### src/common/fib_defs.svh
`ifndef FIB_DEFS_SVH
`define FIB_DEFS_SVH

////////////////////
// datapath sizing
////////////////////

// one data word, also the adder width
`define FIB_WORD_W 16

// register file depth, term k lives at k mod this
`define FIB_REG_N 16

////////////////////
// sequencing
////////////////////

// clocks per step enable pulse
`define FIB_TICK_DIV 4

// term count and term number width
// covers every count up to 63
`define FIB_COUNT_W 6

`endif

### src/common/fibPkg.sv
`default_nettype none

`include "fib_defs.svh"

package fibPkg;

    ////////////////////
    // plain vector types
    ////////////////////

    // one data word
    typedef logic [`FIB_WORD_W-1:0] fibWord_t;

    // register index, 16 entries
    typedef logic [$clog2(`FIB_REG_N)-1:0] regIdx_t;

    // term count or running term number
    typedef logic [`FIB_COUNT_W-1:0] termCount_t;

    ////////////////////
    // enums
    ////////////////////

    // alu operation select
    typedef enum logic {
        ALU_ADD    = 1'b0,  // a plus b
        ALU_PASS_A = 1'b1   // a unchanged
    } aluOp_t;

    // sequencer FSM states
    typedef enum logic [2:0] {
        S_IDLE  = 3'd0,
        S_INIT0 = 3'd1,
        S_INIT1 = 3'd2,
        S_STEP  = 3'd3,
        S_READ  = 3'd4,
        S_DONE  = 3'd5
    } seqState_t;

    ////////////////////
    // structs
    ////////////////////

    // sequencer to datapath
    typedef struct packed {
        regIdx_t  rdA;
        regIdx_t  rdB;
        regIdx_t  wrAddr;
        logic     wrEn;
        logic     wrSelInit;  // init word instead of alu result
        fibWord_t initValue;
        aluOp_t   aluOp;
    } seqCtrl_t;

    // alu to sequencer
    typedef struct packed {
        logic carry;
        logic zero;
        logic negative;
    } aluFlags_t;

endpackage

`default_nettype wire

### src/stepTick.sv
`timescale 1ns/100ps
`default_nettype none

module stepTick #(
    parameter int DIV = 4
) (
    input  logic clk,
    input  logic rstN,
    output logic stepEn
);

    // counter width, at least one bit
    localparam int cntW = (DIV > 1) ? $clog2(DIV) : 1;

    logic [cntW-1:0] cnt;
    logic            wrap;

    // last count of the period
    assign wrap = (cnt == cntW'(DIV - 1));

    // free running, pulse registered on the wrap edge
    // first pulse lands DIV clocks after reset
    always_ff @(posedge clk or negedge rstN) begin
        if (!rstN) begin
            cnt    <= '0;
            stepEn <= 1'b0;
        end else begin
            stepEn <= wrap;
            cnt    <= wrap ? '0 : cnt + 1'b1;
        end
    end

    // pulse spacing must be a full period
    aStepSpacing: assert property (@(posedge clk) disable iff (!rstN)
        (DIV > 1 && stepEn) |=> !stepEn)
        else $error("stepEn high on two clocks in a row");

endmodule

`default_nettype wire

### src/fibCore/fibSequencer.sv
`timescale 1ns/100ps
`default_nettype none

module fibSequencer (
    input  logic               clk,
    input  logic               rstN,
    input  logic               stepEn,
    input  logic               start,
    input  fibPkg::termCount_t termCount,
    input  logic               readReq,
    input  fibPkg::regIdx_t    readIdx,
    input  fibPkg::aluFlags_t  aluFlags,
    output fibPkg::seqCtrl_t   ctrl,
    output logic               resultValid,
    output logic               busy,
    output logic               done,
    output logic               overflow
);

    fibPkg::seqState_t  state;
    fibPkg::seqState_t  retState;   // where a readback goes back to
    fibPkg::termCount_t termNum;    // next term to write
    fibPkg::termCount_t target;     // requested terms, clamped
    fibPkg::regIdx_t    wrIdx;      // termNum mod 16
    fibPkg::regIdx_t    readIdxQ;
    logic               idleLike;
    logic               runEnd;
    logic               stepOvf;
    logic               stepWrite;

    ////////////////////
    // decode
    ////////////////////

    // strobes are taken here on any clock
    assign idleLike = (state == fibPkg::S_IDLE) || (state == fibPkg::S_DONE);

    // all requested terms already written
    assign runEnd = (state == fibPkg::S_STEP) && (termNum == target);

    // add carried and the term is dropped
    assign stepOvf = (state == fibPkg::S_STEP) && !runEnd && aluFlags.carry;

    // clean add, term gets stored
    assign stepWrite = (state == fibPkg::S_STEP) && !runEnd && !aluFlags.carry;

    always_comb begin
        ctrl       = '0;
        ctrl.aluOp = fibPkg::ALU_PASS_A;
        case (state)
            fibPkg::S_INIT0: begin
                // term 0 is zero
                ctrl.wrAddr    = wrIdx;
                ctrl.wrSelInit = 1'b1;
                ctrl.initValue = fibPkg::fibWord_t'(0);
                ctrl.wrEn      = stepEn;
            end
            fibPkg::S_INIT1: begin
                // term 1 is one
                ctrl.wrAddr    = wrIdx;
                ctrl.wrSelInit = 1'b1;
                ctrl.initValue = fibPkg::fibWord_t'(1);
                ctrl.wrEn      = stepEn;
            end
            fibPkg::S_STEP: begin
                // terms k-2 and k-1
                // index arithmetic wraps mod 16
                ctrl.rdA   = fibPkg::regIdx_t'(wrIdx - fibPkg::regIdx_t'(2));
                ctrl.rdB   = fibPkg::regIdx_t'(wrIdx - fibPkg::regIdx_t'(1));
                ctrl.wrAddr = wrIdx;
                ctrl.aluOp = fibPkg::ALU_ADD;
                // carry seen before the edge blocks the write
                ctrl.wrEn  = stepEn && stepWrite;
            end
            fibPkg::S_READ: begin
                // pass a through the alu, nothing written
                ctrl.rdA = readIdxQ;
            end
            default: begin
            end
        endcase
    end

    // one strobe per emitted term or readback
    assign resultValid = stepEn && ((state == fibPkg::S_INIT0) ||
                                    (state == fibPkg::S_INIT1) ||
                                    stepWrite ||
                                    (state == fibPkg::S_READ));

    // on the step that enters S_DONE
    assign done = stepEn && (runEnd || stepOvf);

    ////////////////////
    // state and status
    ////////////////////

    always_ff @(posedge clk or negedge rstN) begin
        if (!rstN) begin
            state    <= fibPkg::S_IDLE;
            retState <= fibPkg::S_IDLE;
            termNum  <= '0;
            target   <= '0;
            wrIdx    <= '0;
            busy     <= 1'b0;
            overflow <= 1'b0;
        end else begin
            case (state)
                fibPkg::S_IDLE, fibPkg::S_DONE: begin
                    // start beats readReq
                    if (start) begin
                        state    <= fibPkg::S_INIT0;
                        termNum  <= '0;
                        wrIdx    <= '0;
                        target   <= (termCount < fibPkg::termCount_t'(2)) ?
                                    fibPkg::termCount_t'(2) : termCount;
                        busy     <= 1'b1;
                        overflow <= 1'b0;
                    end else if (readReq) begin
                        state    <= fibPkg::S_READ;
                        retState <= state;
                    end
                end
                fibPkg::S_INIT0: begin
                    if (stepEn) begin
                        state <= fibPkg::S_INIT1;
                    end
                end
                fibPkg::S_INIT1: begin
                    if (stepEn) begin
                        state <= fibPkg::S_STEP;
                    end
                end
                fibPkg::S_STEP: begin
                    if (stepEn && (runEnd || stepOvf)) begin
                        state <= fibPkg::S_DONE;
                        busy  <= 1'b0;
                    end
                    // sticky until next start
                    if (stepEn && stepOvf) begin
                        overflow <= 1'b1;
                    end
                end
                fibPkg::S_READ: begin
                    if (stepEn) begin
                        state <= retState;
                    end
                end
                default: begin
                    state <= fibPkg::S_IDLE;
                end
            endcase
            // count every stored term
            if (ctrl.wrEn) begin
                termNum <= termNum + 1'b1;
                wrIdx   <= wrIdx + 1'b1;
            end
        end
    end

    // readback index captured with the strobe
    always_ff @(posedge clk) begin
        if (idleLike && !start && readReq) begin
            readIdxQ <= readIdx;
        end
    end

    ////////////////////
    // checks
    ////////////////////

    // register writes only come from the run states while busy
    aWrOnlyInRun: assert property (@(posedge clk) disable iff (!rstN)
        ctrl.wrEn |-> (busy &&
                       (state inside {fibPkg::S_INIT0, fibPkg::S_INIT1, fibPkg::S_STEP})))
        else $error("register write outside a run state");

    // done step never carries a term and still sees busy
    aDoneNoValid: assert property (@(posedge clk) disable iff (!rstN)
        done |-> (busy && !resultValid))
        else $error("done and resultValid high together");

endmodule

`default_nettype wire

### src/fibCore/regFile.sv
`timescale 1ns/100ps
`default_nettype none

`include "fib_defs.svh"

module regFile (
    input  logic             clk,
    input  logic             rstN,
    input  fibPkg::regIdx_t  rdA,
    input  fibPkg::regIdx_t  rdB,
    input  fibPkg::regIdx_t  wrAddr,
    input  logic             wrEn,
    input  fibPkg::fibWord_t wrData,
    output fibPkg::fibWord_t rdDataA,
    output fibPkg::fibWord_t rdDataB
);

    ////////////////////
    // storage
    ////////////////////

    fibPkg::fibWord_t regs [`FIB_REG_N];

    // every entry reads zero after reset
    // single write port, lands on the clock edge
    always_ff @(posedge clk or negedge rstN) begin
        if (!rstN) begin
            for (int i = 0; i < `FIB_REG_N; i++) begin
                regs[i] <= '0;
            end
        end else if (wrEn) begin
            regs[wrAddr] <= wrData;
        end
    end

    ////////////////////
    // read ports
    ////////////////////

    // combinational, same cycle as the index
    // port a feeds alu a, also used for readback
    assign rdDataA = regs[rdA];

    // port b feeds alu b
    assign rdDataB = regs[rdB];

endmodule

`default_nettype wire

### src/fibCore/alu.sv
`timescale 1ns/100ps
`default_nettype none

`include "fib_defs.svh"

module alu (
    input  logic              clk,
    input  logic              rstN,
    input  fibPkg::fibWord_t  opA,
    input  fibPkg::fibWord_t  opB,
    input  fibPkg::aluOp_t    aluOp,
    input  logic              latch,
    output fibPkg::fibWord_t  result,
    output fibPkg::aluFlags_t flags,
    output fibPkg::aluFlags_t flagsReg
);

    // one extra bit catches the carry
    logic [`FIB_WORD_W:0] sum;
    logic                 carryOut;

    assign sum = {1'b0, opA} + {1'b0, opB};

    ////////////////////
    // operation
    ////////////////////

    always_comb begin
        result   = opA;
        carryOut = 1'b0;
        case (aluOp)
            fibPkg::ALU_ADD: begin
                result   = sum[`FIB_WORD_W-1:0];
                carryOut = sum[`FIB_WORD_W];
            end
            fibPkg::ALU_PASS_A: begin
                // readback and init words
                result   = opA;
                carryOut = 1'b0;
            end
            default: begin
                result   = opA;
                carryOut = 1'b0;
            end
        endcase
    end

    ////////////////////
    // flags
    ////////////////////

    // live flags of the current result
    always_comb begin
        flags.carry    = carryOut;
        flags.zero     = (result == '0);
        flags.negative = result[`FIB_WORD_W-1];
    end

    // status register
    // updated only when the result is stored
    always_ff @(posedge clk or negedge rstN) begin
        if (!rstN) begin
            flagsReg <= '0;
        end else if (latch) begin
            flagsReg <= flags;
        end
    end

endmodule

`default_nettype wire

### src/fibTop.sv
`timescale 1ns/100ps
`default_nettype none

`include "fib_defs.svh"

module fibTop (
    input  logic               clk,
    input  logic               rstN,
    input  logic               start,
    input  fibPkg::termCount_t termCount,
    input  logic               readReq,
    input  fibPkg::regIdx_t    readIdx,
    output fibPkg::fibWord_t   result,
    output logic               resultValid,
    output logic               busy,
    output logic               done,
    output logic               overflow,
    output logic               lastZero
);

    logic              stepEn;
    fibPkg::seqCtrl_t  ctrl;
    fibPkg::aluFlags_t aluFlags;
    fibPkg::aluFlags_t flagsReg;
    fibPkg::fibWord_t  rdDataA;
    fibPkg::fibWord_t  rdDataB;
    fibPkg::fibWord_t  aluOpA;
    fibPkg::fibWord_t  writeData;

    // step rate
    stepTick #(
        .DIV (`FIB_TICK_DIV)
    ) stepTick_inst (
        .clk    (clk),
        .rstN   (rstN),
        .stepEn (stepEn)
    );

    ////////////////////
    // control
    ////////////////////

    fibSequencer fibSequencer_inst (
        .clk         (clk),
        .rstN        (rstN),
        .stepEn      (stepEn),
        .start       (start),
        .termCount   (termCount),
        .readReq     (readReq),
        .readIdx     (readIdx),
        .aluFlags    (aluFlags),
        .ctrl        (ctrl),
        .resultValid (resultValid),
        .busy        (busy),
        .done        (done),
        .overflow    (overflow)
    );

    ////////////////////
    // datapath
    ////////////////////

    regFile regFile_inst (
        .clk     (clk),
        .rstN    (rstN),
        .rdA     (ctrl.rdA),
        .rdB     (ctrl.rdB),
        .wrAddr  (ctrl.wrAddr),
        .wrEn    (ctrl.wrEn),
        .wrData  (writeData),
        .rdDataA (rdDataA),
        .rdDataB (rdDataB)
    );

    // write source select, ahead of alu a
    // init words pass through unchanged so the flags follow them too
    assign aluOpA = ctrl.wrSelInit ? ctrl.initValue : rdDataA;

    alu alu_inst (
        .clk      (clk),
        .rstN     (rstN),
        .opA      (aluOpA),
        .opB      (rdDataB),
        .aluOp    (ctrl.aluOp),
        .latch    (ctrl.wrEn),
        .result   (writeData),
        .flags    (aluFlags),
        .flagsReg (flagsReg)
    );

    // every stored term and every readback shows here
    assign result   = writeData;
    assign lastZero = flagsReg.zero;

endmodule

`default_nettype wire

### config.mk
export PLATFORM = sky130hd
export DESIGN_NAME = fibTop
export DESIGN_NICKNAME = d
export VERILOG_FILES = /design/src/common/fibPkg.sv /design/src/stepTick.sv /design/src/fibCore/fibSequencer.sv /design/src/fibCore/regFile.sv /design/src/fibCore/alu.sv /design/src/fibTop.sv
export VERILOG_INCLUDE_DIRS = /design/src /design/src/common
export SDC_FILE = /design/constraint.sdc
export NUM_CORES = 1
export LEC_CHECK = 0
export BUFFER_PORTS_ARGS = -buffer_cell sky130_fd_sc_hd__buf_2
export CELL_PAD_IN_SITES_DETAIL_PLACEMENT = 1
export CELL_PAD_IN_SITES_GLOBAL_PLACEMENT = 2
export CORE_ASPECT_RATIO = 1.75
export CORE_MARGIN = 1
export CORE_UTILIZATION = 43
export DETAILED_ROUTE_END_ITERATION = 8
export GPL_TIMING_DRIVEN = 1
export PLACE_DENSITY_LB_ADDON = 0.1
export SETUP_SLACK_MARGIN = 0.02
export SLEW_MARGIN = 20
export SYNTH_ARGS = -nofsm -noshare
export SYNTH_HDL_FRONTEND = slang
export SYNTH_SLANG_ARGS = --single-unit
### constraint.sdc
create_clock -name clk -period 16.5 [get_ports clk]
set_input_delay 1.65 -clock clk [delete_from_list [all_inputs] [get_ports clk]]
set_output_delay 1.65 -clock clk [all_outputs]
set_load 0.1 [all_outputs]
* Word level (Yosys, flattened, before mapping)
Cells that the tools add are included.
** Word-level totals
- Word-level logic and storage cells :: 126
- Register bits :: 288
- Input bits :: 14
** Cells by class
- $add $sub $neg :: 6
- Reductions and logical operators :: 32
- Bitwise operators :: 4
- $lt $le $gt $ge :: 5
- Mux-type cells :: 38
- Eq/ne operators :: 14
** Operators by type and width (number)
- bitwise mux 256 bit :: 1
- binary-select mux 16 bit (select 4 bit) :: 2
- two-way mux 16 bit :: 6
- demux 16 bit (select 4 bit) :: 1
- one-hot mux 17 bit (2 select lines) :: 1
- one-hot mux 16 bit (2 select lines) :: 1
- two-way mux 6 bit :: 4
- two-way mux 3 bit :: 6
- adder 16 x 16 -> 17 bit :: 1
- zero test 16 bit :: 1
- two-way mux 4 bit :: 4
- >= comparator 5 bit (second input constant) :: 3
- inverter 4 -> 5 bit :: 3
- one-hot mux 3 bit (5 select lines) :: 1
- != test 2 bit (second input constant) :: 6
- logical AND 1 bit :: 11
- one-hot mux 5 bit (2 select lines) :: 1
- AND reduction 3 bit :: 3
- one-hot mux 4 bit (2 select lines) :: 1
- adder 6 x 1 -> 6 bit (second input constant) :: 1
- == test 3 x 2 -> 1 bit (second input constant) :: 2
- == test 3 bit (second input constant) :: 2
- == test 6 bit :: 1
- < comparator 6 x 2 -> 1 bit (second input constant) :: 1
- 19 further kinds :: 35

* Longest topological paths before layout
Gate-level depths: netlist of run 1.
- Depth after elaboration :: 19
- Depth in mapped cells :: 27
- Depth with buffers taken out :: 23

* Hierarchy
Synthesis of run 1 repeated with hierarchy kept, for this count alone.
** Unflattened totals
- Cell total of the unflattened synthesis :: 1225
- Area, all modules :: 16763.6 µm²
** Modules (own cells, without submodules)
- regFile :: times used 1, cells an instance 849, area an instance 13470.4 µm², sequential area each 6406.1 µm²
- fibSequencer :: times used 1, cells an instance 194, area an instance 1752.9 µm², sequential area each 720.7 µm²
- alu :: times used 1, cells an instance 159, area an instance 1199.9 µm², sequential area each 75.1 µm²
- fibTop :: times used 1, cells an instance 18, area an instance 249.0 µm², sequential area each 0.0 µm²
- stepTick :: times used 1, cells an instance 5, area an instance 91.3 µm², sequential area each 75.1 µm²

* Least setup slack after synthesis of run 1
Ideal clock, no wire load.
- Path kind :: register to output
- Start :: reg fibSequencer_inst.wrIdx[0]
- End :: out result[13]
- Setup slack :: 9.258 ns
- Arrival time :: 5.592 ns
- Stages on the path, launching flop included :: 24
- Data required time :: 14.850 ns
- Cells stage by stage :: dfrtp_1 buf_1 inv_1 clkbuf_1 clkbuf_1 ha_1 inv_1 nand2_1 clkbuf_1 buf_1 a311oi_1 a211oi_1 a21oi_1 ha_1 o21a_1 a211oi_1 o21bai_1 a21oi_1 o21ai_0 a211o_1 a21oi_1 a211oi_2 buf_2 inv_1
** On the way
- Cells in the longest elaborated chain, start to end :: 9
- Elaborated cells between the ends (all ways) :: 15
** Ends and longest elaborated chain
- start: declaration :: RTL line fibSequencer.sv:24 : fibPkg::regIdx_t wrIdx;
- start signal: assignment :: RTL line fibSequencer.sv:155 : wrIdx <= wrIdx + 1'b1;
- subtractor 4 x 2 -> 4 bit :: RTL line fibSequencer.sv:68 : ctrl.rdA = fibPkg::regIdx_t'(wrIdx - fibPkg::regIdx_t'(2));
- one-hot mux 4 bit (2 select lines) :: RTL line fibSequencer.sv:50 : case (state)
- inverter 4 -> 5 bit (implied by the code) :: RTL line regFile.sv:42 : assign rdDataA = regs[rdA];
- binary-select mux 16 bit (select 4 bit) :: RTL line regFile.sv:42
- two-way mux 16 bit (implied by the code) (2 in a row) :: RTL line regFile.sv:42
- two-way mux 16 bit :: RTL line fibTop.sv:77 : assign aluOpA = ctrl.wrSelInit ? ctrl.initValue : rdDataA;
- adder 16 x 16 -> 17 bit :: RTL line alu.sv:22 : assign sum = {1'b0, opA} + {1'b0, opB};
- one-hot mux 16 bit (2 select lines) (*) :: RTL line alu.sv:31 : case (aluOp)
- end: declaration :: RTL line fibTop.sv:13 : output fibPkg::fibWord_t result,
Every way passes the cells marked *; elsewhere a longest branch is shown, timed or not. The select of a mux whose other input is x is not followed.

* Worst setup path after layout of run 1
- Start :: reg fibSequencer_inst.state[0]
- End :: out result[8]
** On the way
- Cells in the longest elaborated chain, start to end :: 9
- Elaborated cells between the ends (all ways) :: 19
** Ends and longest elaborated chain
- start: declaration :: RTL line fibSequencer.sv:20 : fibPkg::seqState_t state;
- start signal: assignment :: RTL line fibSequencer.sv:99 : state <= fibPkg::S_IDLE;
- start signal: assignment :: RTL line fibSequencer.sv:111 : state <= fibPkg::S_INIT0;
- start signal: assignment :: RTL line fibSequencer.sv:119 : state <= fibPkg::S_READ;
- == test 3 bit / == test 3 x 2 -> 1 bit (equally long branches) :: RTL line fibSequencer.sv:50
- one-hot mux 4 bit (2 select lines) :: RTL line fibSequencer.sv:50
- inverter 4 -> 5 bit (implied by the code) :: RTL line regFile.sv:42
- binary-select mux 16 bit (select 4 bit) :: RTL line regFile.sv:42
- two-way mux 16 bit (implied by the code) (2 in a row) :: RTL line regFile.sv:42
- two-way mux 16 bit :: RTL line fibTop.sv:77
- adder 16 x 16 -> 17 bit :: RTL line alu.sv:22
- one-hot mux 16 bit (2 select lines) (*) :: RTL line alu.sv:31
Marks and branches as above.

==> metrics.md, run 1 <==
| Metric | Value |
|---|---|
| Run status | `finished clean` |
| Fraction of synthesized cell area taken by the top area cell type | `42.3%` |
| Global routing usage summed across all routing layers | `32.7%` |
| Number of vias per cell after detailed routing | `6.16` |
| Total congestion overflow after global routing | `0` |
| Core occupancy in the finished layout | `47.6%` |
| Xor and xnor fraction of the mapped netlist area | `0.990%` |
| First-pass GRT wire length | `97500 um` |
| Main flop type after synthesis | `sky130_fd_sc_hd__dfrtp_1` |
| Critical Path Start Type | `flip-flop` |
| Maximum number of pins on one net before global-route repair | `86` |
| Share of cell area taken by muxes after synthesis | `10.1%` |
| Post-synth EDFFs | `4` |
| Number of standard cells after synthesis | `1969` |
| Main area contributors after synthesis | `sky130_fd_sc_hd__dfrtp_1, sky130_fd_sc_hd__nand2_1, sky130_fd_sc_hd__a21oi_1` |
| Worst Setup Path Type | `reg -> out` |
| Post-Syn Area | `16800 um2` |
| Terminating pin of the worst hold path | `stepTick_inst.cnt[0]$_DFF_PN0_` |
| Clock buffers created by TritonCTS | `30` |
| Mean routed wirelength per cell | `26.2 um` |
| Clock Sink Count | `288` |
| GPL Wtd Cong | `0.856` |
| Leakage power figure | `7.97 nW` |
| Worst hold slack after final layout | `0.428 ns` |
| Placed Cells | `2370` |
| WL final | `63500 um` |
| Number of detailed-route iterations in the first pass | `5` |
| Max-cap violation count | `0` |
| Placement Cell Area | `17300 um2` |
| Total setup buffers inserted after CTS | `0` |
| Post-CTS Hold Buffers | `0` |
| Worst reg-to-reg setup slack | `8.77 ns` |
| Worst-case setup margin in the final layout | `7.74 ns` |
| Data arrival at the endpoint of the critical path | `7.11 ns` |
| Number of cells on the worst reg-to-reg path | `22` |
| Worst Setup End Kind | `output port` |
| Worst Path Required | `14.85 ns` |
| Number of nets in the synthesized netlist | `2007` |
| Count of instances resized after the clock tree is built | `0` |
| Hold path depth | `1` |
| Area fraction in compound gates after synthesis | `18.9%` |
| Clock root buffer master | `sky130_fd_sc_hd__clkbuf_16` |
| Starting density of the core | `43.7%` |
| Number of global-route vias before repair | `16000` |
| Setup repair after global routing missed its margin | `no` |
| Max Transition Viols Final | `0` |
| VDD IR max | `178 uV` |
| Die width | `151 um` |
| Largest stage delay on the critical path | `0.84 ns` |
| Final antenna-violating net count | `0` |
| Die footprint | `39900 um2` |
| Synthesis warning total | `0` |
| Fraction of the mapped netlist area in adder cells | `1.83%` |
| Starting DRT DRC Count | `781` |
| Setup slack after placement | `8.39 ns` |
| Largest driver fanout on the critical path | `29` |
| Total power of the final layout | `4.13 mW` |
| Highest attainable clock frequency | `0.114 GHz` |
| Number of nets in the final layout | `1955` |
| Mean cell area of the mapped netlist | `8.54 um2` |
| Setup TNS after final layout | `0 ns` |
| Setup clock skew after layout | `0.0168 ns` |
| Number of cell rows | `95` |
| Fin cells | `2423` |
| Number of top-level design ports | `35` |
| Port-buffer cells | `34` |
| Synth cell types | `79` |
| Final Cycle Share | `53.1%` |
| Buffer levels on the longest clock path | `3` |
| Launching point of the worst reg2reg path | `fibSequencer_inst.state[2]$_DFFE_PN0P_` |
| Sequential fraction of the synthesis area | `43.0%` |
| Share of flip-flops with an asynchronous set or reset after synthesis | `98.6%` |
| Synth Area in Simple Gates | `19.8%` |
| Tightest Pin Transition | `1.10 ns` |
| Largest family of logic cells by synthesized area | `simple AND/OR/NAND/NOR gates` |
| Share of layout cells above drive strength 1 | `11.6%` |
| Core footprint | `38500 um2` |
| Most frequent cells in the layout | `sky130_fd_sc_hd__nand2_1, sky130_fd_sc_hd__dfrtp_1, sky130_fd_sc_hd__nor2_1, sky130_fd_sc_hd__a21oi_1, sky130_fd_sc_hd__mux2i_1` |
| Antenna Diode Count | `0` |
| Critical-path cell list | `nand3b_1 -> buf_4 -> o21ai_4 -> buf_4 -> nor2_1 -> a221oi_1 -> o21ai_1 -> a21boi_0 -> o21bai_1 -> a22oi_1 -> ha_1 -> inv_1 -> fa_1 -> nor2b_1 -> o31a_1 -> nor3_1 -> o21bai_1 -> a21oi_1 -> xnor2_1 -> a2bb2oi_2 -> inv_1 -> buf_2` |
| Relative slew slack | `26.5%` |
| Worst hold path type | `reg -> reg` |
| Worst Hold Launch | `stepTick_inst.cnt[0]$_DFF_PN0_` |
| Reg clk slew, reported paths | `0.06 ns` |
| Clk Latency, worst-skew pair | `0.59 ns` |
| Area growth, synth to finish | `9.00%` |
| # setup viols final | `0` |
| Total power per unit cell area | `225 nW/um2` |
| Clock tree from TritonCTS | `built` |
| Sum of net half-perimeters after detailed placement | `39800 um` |
| Most frequent standard cell in the layout excluding fill and tap cells | `sky130_fd_sc_hd__nand2_1` |
| Slowest-stage cell, CP | `sky130_fd_sc_hd__a2bb2oi_2` |
| DR vias | `14900` |
| Number of antenna violations at the first check in global routing | `1` |
| Y dimension of the die | `264 um` |
| Yosys reg bits | `288` |
| Time the final worst path needs with I/O delays and setup | `8.76 ns` |
| Final hold violation count | `0` |
| Non-Filler Cell Area, Final | `18300 um2` |
| Reg2Reg Capture Point | `regFile_inst.regs[66]$_DFFE_PN0P_` |
| Number of remaining DRC errors | `0` |
| Top cell type by total area after synthesis | `sky130_fd_sc_hd__dfrtp_1` |
| Count of H-tree levels built during CTS | `1` |
## per-layer routing
layer,vias to the layer above,GRT usage (%),share of wire [%]
li1,6831,-,-
met1,7590,40.8,41
met2,363,56.9,51
met3,145,3.99,4.4
met4,0,12.5,3.9
met5,-,0,0
## how the worst max path moves through the flow
stage / startpoint / end / slack [ns] / depth (start not counted)
finish: fibSequencer_inst.state[0]$_DFFE_PN0P_ / result[8] / 7.74 / 22
global placement: fibSequencer_inst.state[0]$_DFFE_PN0P_ / result[13] / 8.47 / 21
floorplan: fibSequencer_inst.wrIdx[0]$_DFFE_PN0P_ / result[13] / 9.26 / 23
global route: fibSequencer_inst.state[0]$_DFFE_PN0P_ / result[13] / 7.25 / 21
CTS: fibSequencer_inst.state[0]$_DFFE_PN0P_ / result[8] / 7.74 / 22
detailed placement: fibSequencer_inst.state[0]$_DFFE_PN0P_ / result[8] / 8.39 / 22
## logic make-up (layout without fill, tap and decap cells)
group	Yosys count	in the layout
and+or+nand+nor	781	781
AOI/OAI and AO/OA	499	499
DFF	288	288
buffers and inverters	200	169
muxes	158	158
adders and majority gates	24	24
xor gates and xnor gates	19	19
## state kept, by name (all words and copies together) (netlist names)
name / flops
stepTick_inst.cnt: 2
stepTick_inst.stepEn: 1
fibSequencer_inst.overflow: 1
alu_inst.flagsReg: 1
fibSequencer_inst.termNum: 6
fibSequencer_inst.state: 3
fibSequencer_inst.wrIdx: 4
fibSequencer_inst.busy: 1
fibSequencer_inst.readIdxQ: 4
fibSequencer_inst.retState: 3
regFile_inst.regs: 256
fibSequencer_inst.target: 6
## Yosys cell counts (5+ instances only)
library cell,n
sky130_fd_sc_hd__a311oi_1,23
sky130_fd_sc_hd__o21a_1,6
sky130_fd_sc_hd__and2_1,22
sky130_fd_sc_hd__ha_1,23
sky130_fd_sc_hd__mux2_1,5
sky130_fd_sc_hd__o21bai_1,5
sky130_fd_sc_hd__o22ai_1,10
sky130_fd_sc_hd__xor2_1,11
sky130_fd_sc_hd__nor2_1,229
sky130_fd_sc_hd__mux2_2,45
sky130_fd_sc_hd__a211oi_1,28
sky130_fd_sc_hd__mux2i_1,103
sky130_fd_sc_hd__and3_1,6
sky130_fd_sc_hd__a31oi_1,23
sky130_fd_sc_hd__nand2_1,345
sky130_fd_sc_hd__nand2b_1,6
sky130_fd_sc_hd__nor4_1,10
sky130_fd_sc_hd__buf_6,7
sky130_fd_sc_hd__nor3_1,33
sky130_fd_sc_hd__o21ai_1,5
sky130_fd_sc_hd__mux4_2,5
sky130_fd_sc_hd__a221oi_1,46
sky130_fd_sc_hd__dfrtp_1,284
sky130_fd_sc_hd__buf_2,49
sky130_fd_sc_hd__clkbuf_1,98
sky130_fd_sc_hd__inv_1,28
sky130_fd_sc_hd__nor2b_1,5
sky130_fd_sc_hd__buf_1,7
sky130_fd_sc_hd__nand3_1,97
sky130_fd_sc_hd__xnor2_1,8
sky130_fd_sc_hd__nand4_1,7
sky130_fd_sc_hd__o21ai_0,89
sky130_fd_sc_hd__buf_4,10
sky130_fd_sc_hd__a21oi_1,206
## layout make-up
cell class | instances | area (um2)
clock inverters | 8 | 92.6
fillers | 4572 | 20200
inverters | 29 | 109
multi-input cells | 1481 | 8820
clock buffers | 45 | 898
well taps | 485 | 607
flip-flops and latches | 288 | 7230
repair buffers | 87 | 578
## worst max-delay path: cells and delay by family, from the launching register on
kind	cells	cell delay [ns]
flip-flops	1	0.82
XOR/XNOR	1	0.16
AO/OA/AOI/OAI	10	2.79
buffers and inverters	5	1.26
adder cells (fa/ha/maj)	2	0.68
AND/OR/NAND/NOR	4	0.79
## power by group
| group | switching [mW] | leakage (nW) | total, mW | internal [mW] |
|---|---|---|---|---|
| clock network | 0.298 | 0.489 | 0.701 | 0.404 |
| registers | 0.0995 | 3.89 | 0.886 | 0.787 |
| logic | 1.81 | 3.59 | 2.54 | 0.733 |
| total | 2.20 | 7.97 | 4.13 | 1.92 |
Power figures use the tool's default switching activity.
==> run 2, diff against run 1 <==
--- a/config.mk
+++ b/config.mk
@@ -11,7 +11,7 @@
 export CELL_PAD_IN_SITES_GLOBAL_PLACEMENT = 2
 export CORE_ASPECT_RATIO = 1.75
 export CORE_MARGIN = 1
-export CORE_UTILIZATION = 43
+export CORE_UTILIZATION = 36
 export DETAILED_ROUTE_END_ITERATION = 8
 export GPL_TIMING_DRIVEN = 1
 export PLACE_DENSITY_LB_ADDON = 0.1
==> constraint.sdc (replaced) <==
create_clock -name clk -period 7.32 [get_ports clk]
set_input_delay 0.732 -clock clk [delete_from_list [all_inputs] [get_ports clk]]
set_output_delay 0.732 -clock clk [all_outputs]
set_load 0.1 [all_outputs]
==> metrics.md, run 2 (same netlist as run 1, synthesis figures left out) <==
| Metric | Value |
|---|---|
| Run status | `finished with violations` |
| Violations in the final reports | `design-rule violations` |
| Number of remaining DRC errors | `2 (+2)` |
| Clock root buffer master | `sky130_fd_sc_hd__clkbuf_16` |
| Starting DRT DRC Count | `908 (+16%)` |
| Setup slack after placement | `0.793 ns (-7.60 ns)` |
| First-pass GRT wire length | `105000 um (+7.2%)` |
| Worst Path Required | `6.59 ns (-8.26 ns)` |
| Antenna Diode Count | `0 (unchanged)` |
| Most frequent cells in the layout | `sky130_fd_sc_hd__nand2_1, sky130_fd_sc_hd__dfrtp_1, sky130_fd_sc_hd__nor2_1, sky130_fd_sc_hd__a21oi_1, sky130_fd_sc_hd__mux2i_1` |
| # setup viols final | `0 (unchanged)` |
| Sum of net half-perimeters after detailed placement | `48200 um (+21%)` |
| WL final | `69100 um (+8.8%)` |
| Worst hold path type | `in -> async` |
| Multi-input combinational cell area | `8820 um2 (about the same)` |
| Starting density of the core | `36.5% (-7.2 points)` |
| Global routing usage summed across all routing layers | `29.8% (-2.9 points)` |
| Worst reg-to-reg setup slack | `0.74 ns (-8.03 ns)` |
| Final Cycle Share | `94.5%` |
| Setup TNS after final layout | `0 ns (unchanged)` |
| Area growth, synth to finish | `13.0%` |
| Share of layout cells above drive strength 1 | `14.0% (+2.3 points)` |
| Largest driver fanout on the critical path | `33 (+14%)` |
| Max-cap violation count | `0 (unchanged)` |
| Clock buffers created by TritonCTS | `31 (+3.3%)` |
| Maximum number of pins on one net before global-route repair | `126 (+47%)` |
| Register Area | `7230 um2 (about the same)` |
| Clk Latency, worst-skew pair | `0.59 ns (about the same)` |
| Total setup buffers inserted after CTS | `0 (unchanged)` |
| DR vias | `15400 (+3.0%)` |
| Tightest Pin Transition | `0.940 ns (-0.161 ns)` |
| Critical Path Start Type | `flip-flop` |
| GPL Wtd Cong | `0.880 (+2.8%)` |
| Port-buffer cells | `34 (unchanged)` |
| Top flop regs | `regFile_inst.regs: 256 flops, fibSequencer_inst.target: 6 flops, fibSequencer_inst.termNum: 6 flops` |
| Number of vias per cell after detailed routing | `5.99 (-2.8%)` |
| Flip-flop count of the largest register, all copies and words added | `256 (unchanged)` |
| Time the final worst path needs with I/O delays and setup | `6.92 ns` |
| Y dimension of the die | `288 um (+9.2%)` |
| Worst Setup End Kind | `output port` |
| Buffer levels on the longest clock path | `3 (unchanged)` |
| Die footprint | `47600 um2 (+19%)` |
| Core occupancy in the finished layout | `41.3% (-6.3 points)` |
| Clock tree from TritonCTS | `built` |
| Setup repair after global routing missed its margin | `no` |
| Number of nets in the final layout | `1999 (+2.3%)` |
| Reg2Reg Capture Point | `regFile_inst.regs[244]$_DFFE_PN0P_` |
| VDD IR max | `406 uV (+130%)` |
| Number of global-route vias before repair | `16200 (+1.2%)` |
| Max Transition Viols Final | `0 (unchanged)` |
| Die width | `165 um (+9.2%)` |
| Count of H-tree levels built during CTS | `1 (unchanged)` |
| Largest Register | `regFile_inst.regs` |
| Worst-case setup margin in the final layout | `0.403 ns (-7.34 ns)` |
| Number of top-level design ports | `35 (unchanged)` |
| Number of cells on the worst reg-to-reg path | `21 (-4.5%)` |
| Leakage power figure | `8.24 nW (+3.4%)` |
| Most frequent standard cell in the layout excluding fill and tap cells | `sky130_fd_sc_hd__nand2_1` |
| Worst Setup Path Type | `reg -> out` |
| Data arrival at the endpoint of the critical path | `6.18 ns (-0.93 ns)` |
| Clock Sink Count | `288 (unchanged)` |
| Placed Cells | `2511 (+5.9%)` |
| Fin cells | `2568 (+6.0%)` |
| Final hold violation count | `0 (unchanged)` |
| Total power per unit cell area | `511 nW/um2 (+130%)` |
| Highest attainable clock frequency | `0.145 GHz` |
| Worst hold slack after final layout | `0.175 ns (-0.253 ns)` |
| Number of cell rows | `104 (+9.5%)` |
| Setup clock skew after layout | `0.0103 ns (-0.00652 ns)` |
| Total congestion overflow after global routing | `0 (unchanged)` |
| Filler Cell Count | `5417 (+18%)` |
| Launching point of the worst reg2reg path | `fibSequencer_inst.state[0]$_DFFE_PN0P_` |
| Final antenna-violating net count | `0 (unchanged)` |
| Number of detailed-route iterations in the first pass | `7 (+2)` |
| Number of antenna violations at the first check in global routing | `0 (-1)` |
| Reg clk slew, reported paths | `0.07 ns (about the same)` |
| Relative slew slack | `37.3% (+11 points)` |
| Core footprint | `46100 um2 (+20%)` |
| Mean routed wirelength per cell | `26.9 um (+2.7%)` |
## run 2: cell types whose count changed in the layout (fill, tap and decap cells not counted), sizes merged
cell | previous run | this run
buf | 87 | 129
inv | 29 | 31
clkinv | 5 | 10
clkbuf | 45 | 41
clkinvlp | 1 | 3
## run 2: power by group
group          internal (mW)  total [mW]  switching, mW
clock                  0.892        1.61          0.719
sequential              1.78        1.99          0.211
combinational           1.80        6.12           4.32
total                   4.46        9.71           5.25
## run 2: worst max-delay path by stage
stage                                      startpoint                            endpoint  slack [ns]  cells past startpoint
3_3_place_gp   fibSequencer_inst.state[2]$_DFFE_PN0P_  regFile_inst.regs[191]$_DFFE_PN0P_        0.90                     19
2_1_floorplan  fibSequencer_inst.wrIdx[0]$_DFFE_PN0P_                          result[13]         1.0                     23
3_5_place_dp   fibSequencer_inst.state[2]$_DFFE_PN0P_  regFile_inst.regs[244]$_DFFE_PN0P_        0.79                     19
6_report       fibSequencer_inst.state[0]$_DFFE_PN0P_                          result[13]        0.40                     20
5_1_grt        fibSequencer_inst.state[0]$_DFFE_PN0P_                          result[13]        0.01                     20
4_1_cts        fibSequencer_inst.state[2]$_DFFE_PN0P_                          result[13]        0.25                     19
## run 2: critical path: stages (launching register included)
cell and delay, ns:
sky130_fd_sc_hd__dfrtp_1 0.46, sky130_fd_sc_hd__buf_4 0.24, sky130_fd_sc_hd__nor3b_2 0.41, sky130_fd_sc_hd__a22o_4 0.38, sky130_fd_sc_hd__buf_12 0.27, sky130_fd_sc_hd__mux2i_1 0.32, sky130_fd_sc_hd__a31oi_1 0.15, sky130_fd_sc_hd__o211a_1 0.14
sky130_fd_sc_hd__o22ai_1 0.24, sky130_fd_sc_hd__inv_1 0.09, sky130_fd_sc_hd__ha_1 0.32, sky130_fd_sc_hd__a211o_1 0.32, sky130_fd_sc_hd__a211oi_1 0.33, sky130_fd_sc_hd__o21bai_1 0.15, sky130_fd_sc_hd__a21oi_1 0.29, sky130_fd_sc_hd__o21ai_0 0.25
sky130_fd_sc_hd__a211o_1 0.36, sky130_fd_sc_hd__a21oi_1 0.28, sky130_fd_sc_hd__a211oi_4 0.11, sky130_fd_sc_hd__inv_1 0.09, sky130_fd_sc_hd__clkbuf_4 0.32
## run 2: stage by stage
step                      power, mW  area [um2]
after detailed placement       8.11       18000
after global routing           10.2       19000
after floorplan                6.09       16800
final                          9.71       19000
after global placement         8.06       18000
after CTS                      9.76       19000
## run 2: layer usage
metal	track usage [%]	share of wire, %	wire, um	vias to the layer above
met4	14.2	5.0	3470	0
met5	0	0	0	-
li1	-	-	-	6938
met2	54.2	53	36300	370
met3	3.07	3.5	2410	165
met1	34.5	39	26900	7906
## run 2: cell type report
cell class / instances / area share, %
multi-input combinational: 1481 / 46.4
tap: 583 / 3.84
clock inverter: 17 / 0.849
clock buffer: 40 / 4.47
sequential: 288 / 38.1
inverter: 29 / 0.573
timing repair buffer: 130 / 5.78
## run 2: what timing repair did
| action | CTS | global route |
|---|---|---|
| endpoints found under the setup margin | 0 | 4 |
| gates resized for setup | 0 | 5 |
| hold buffers | 0 | 0 |
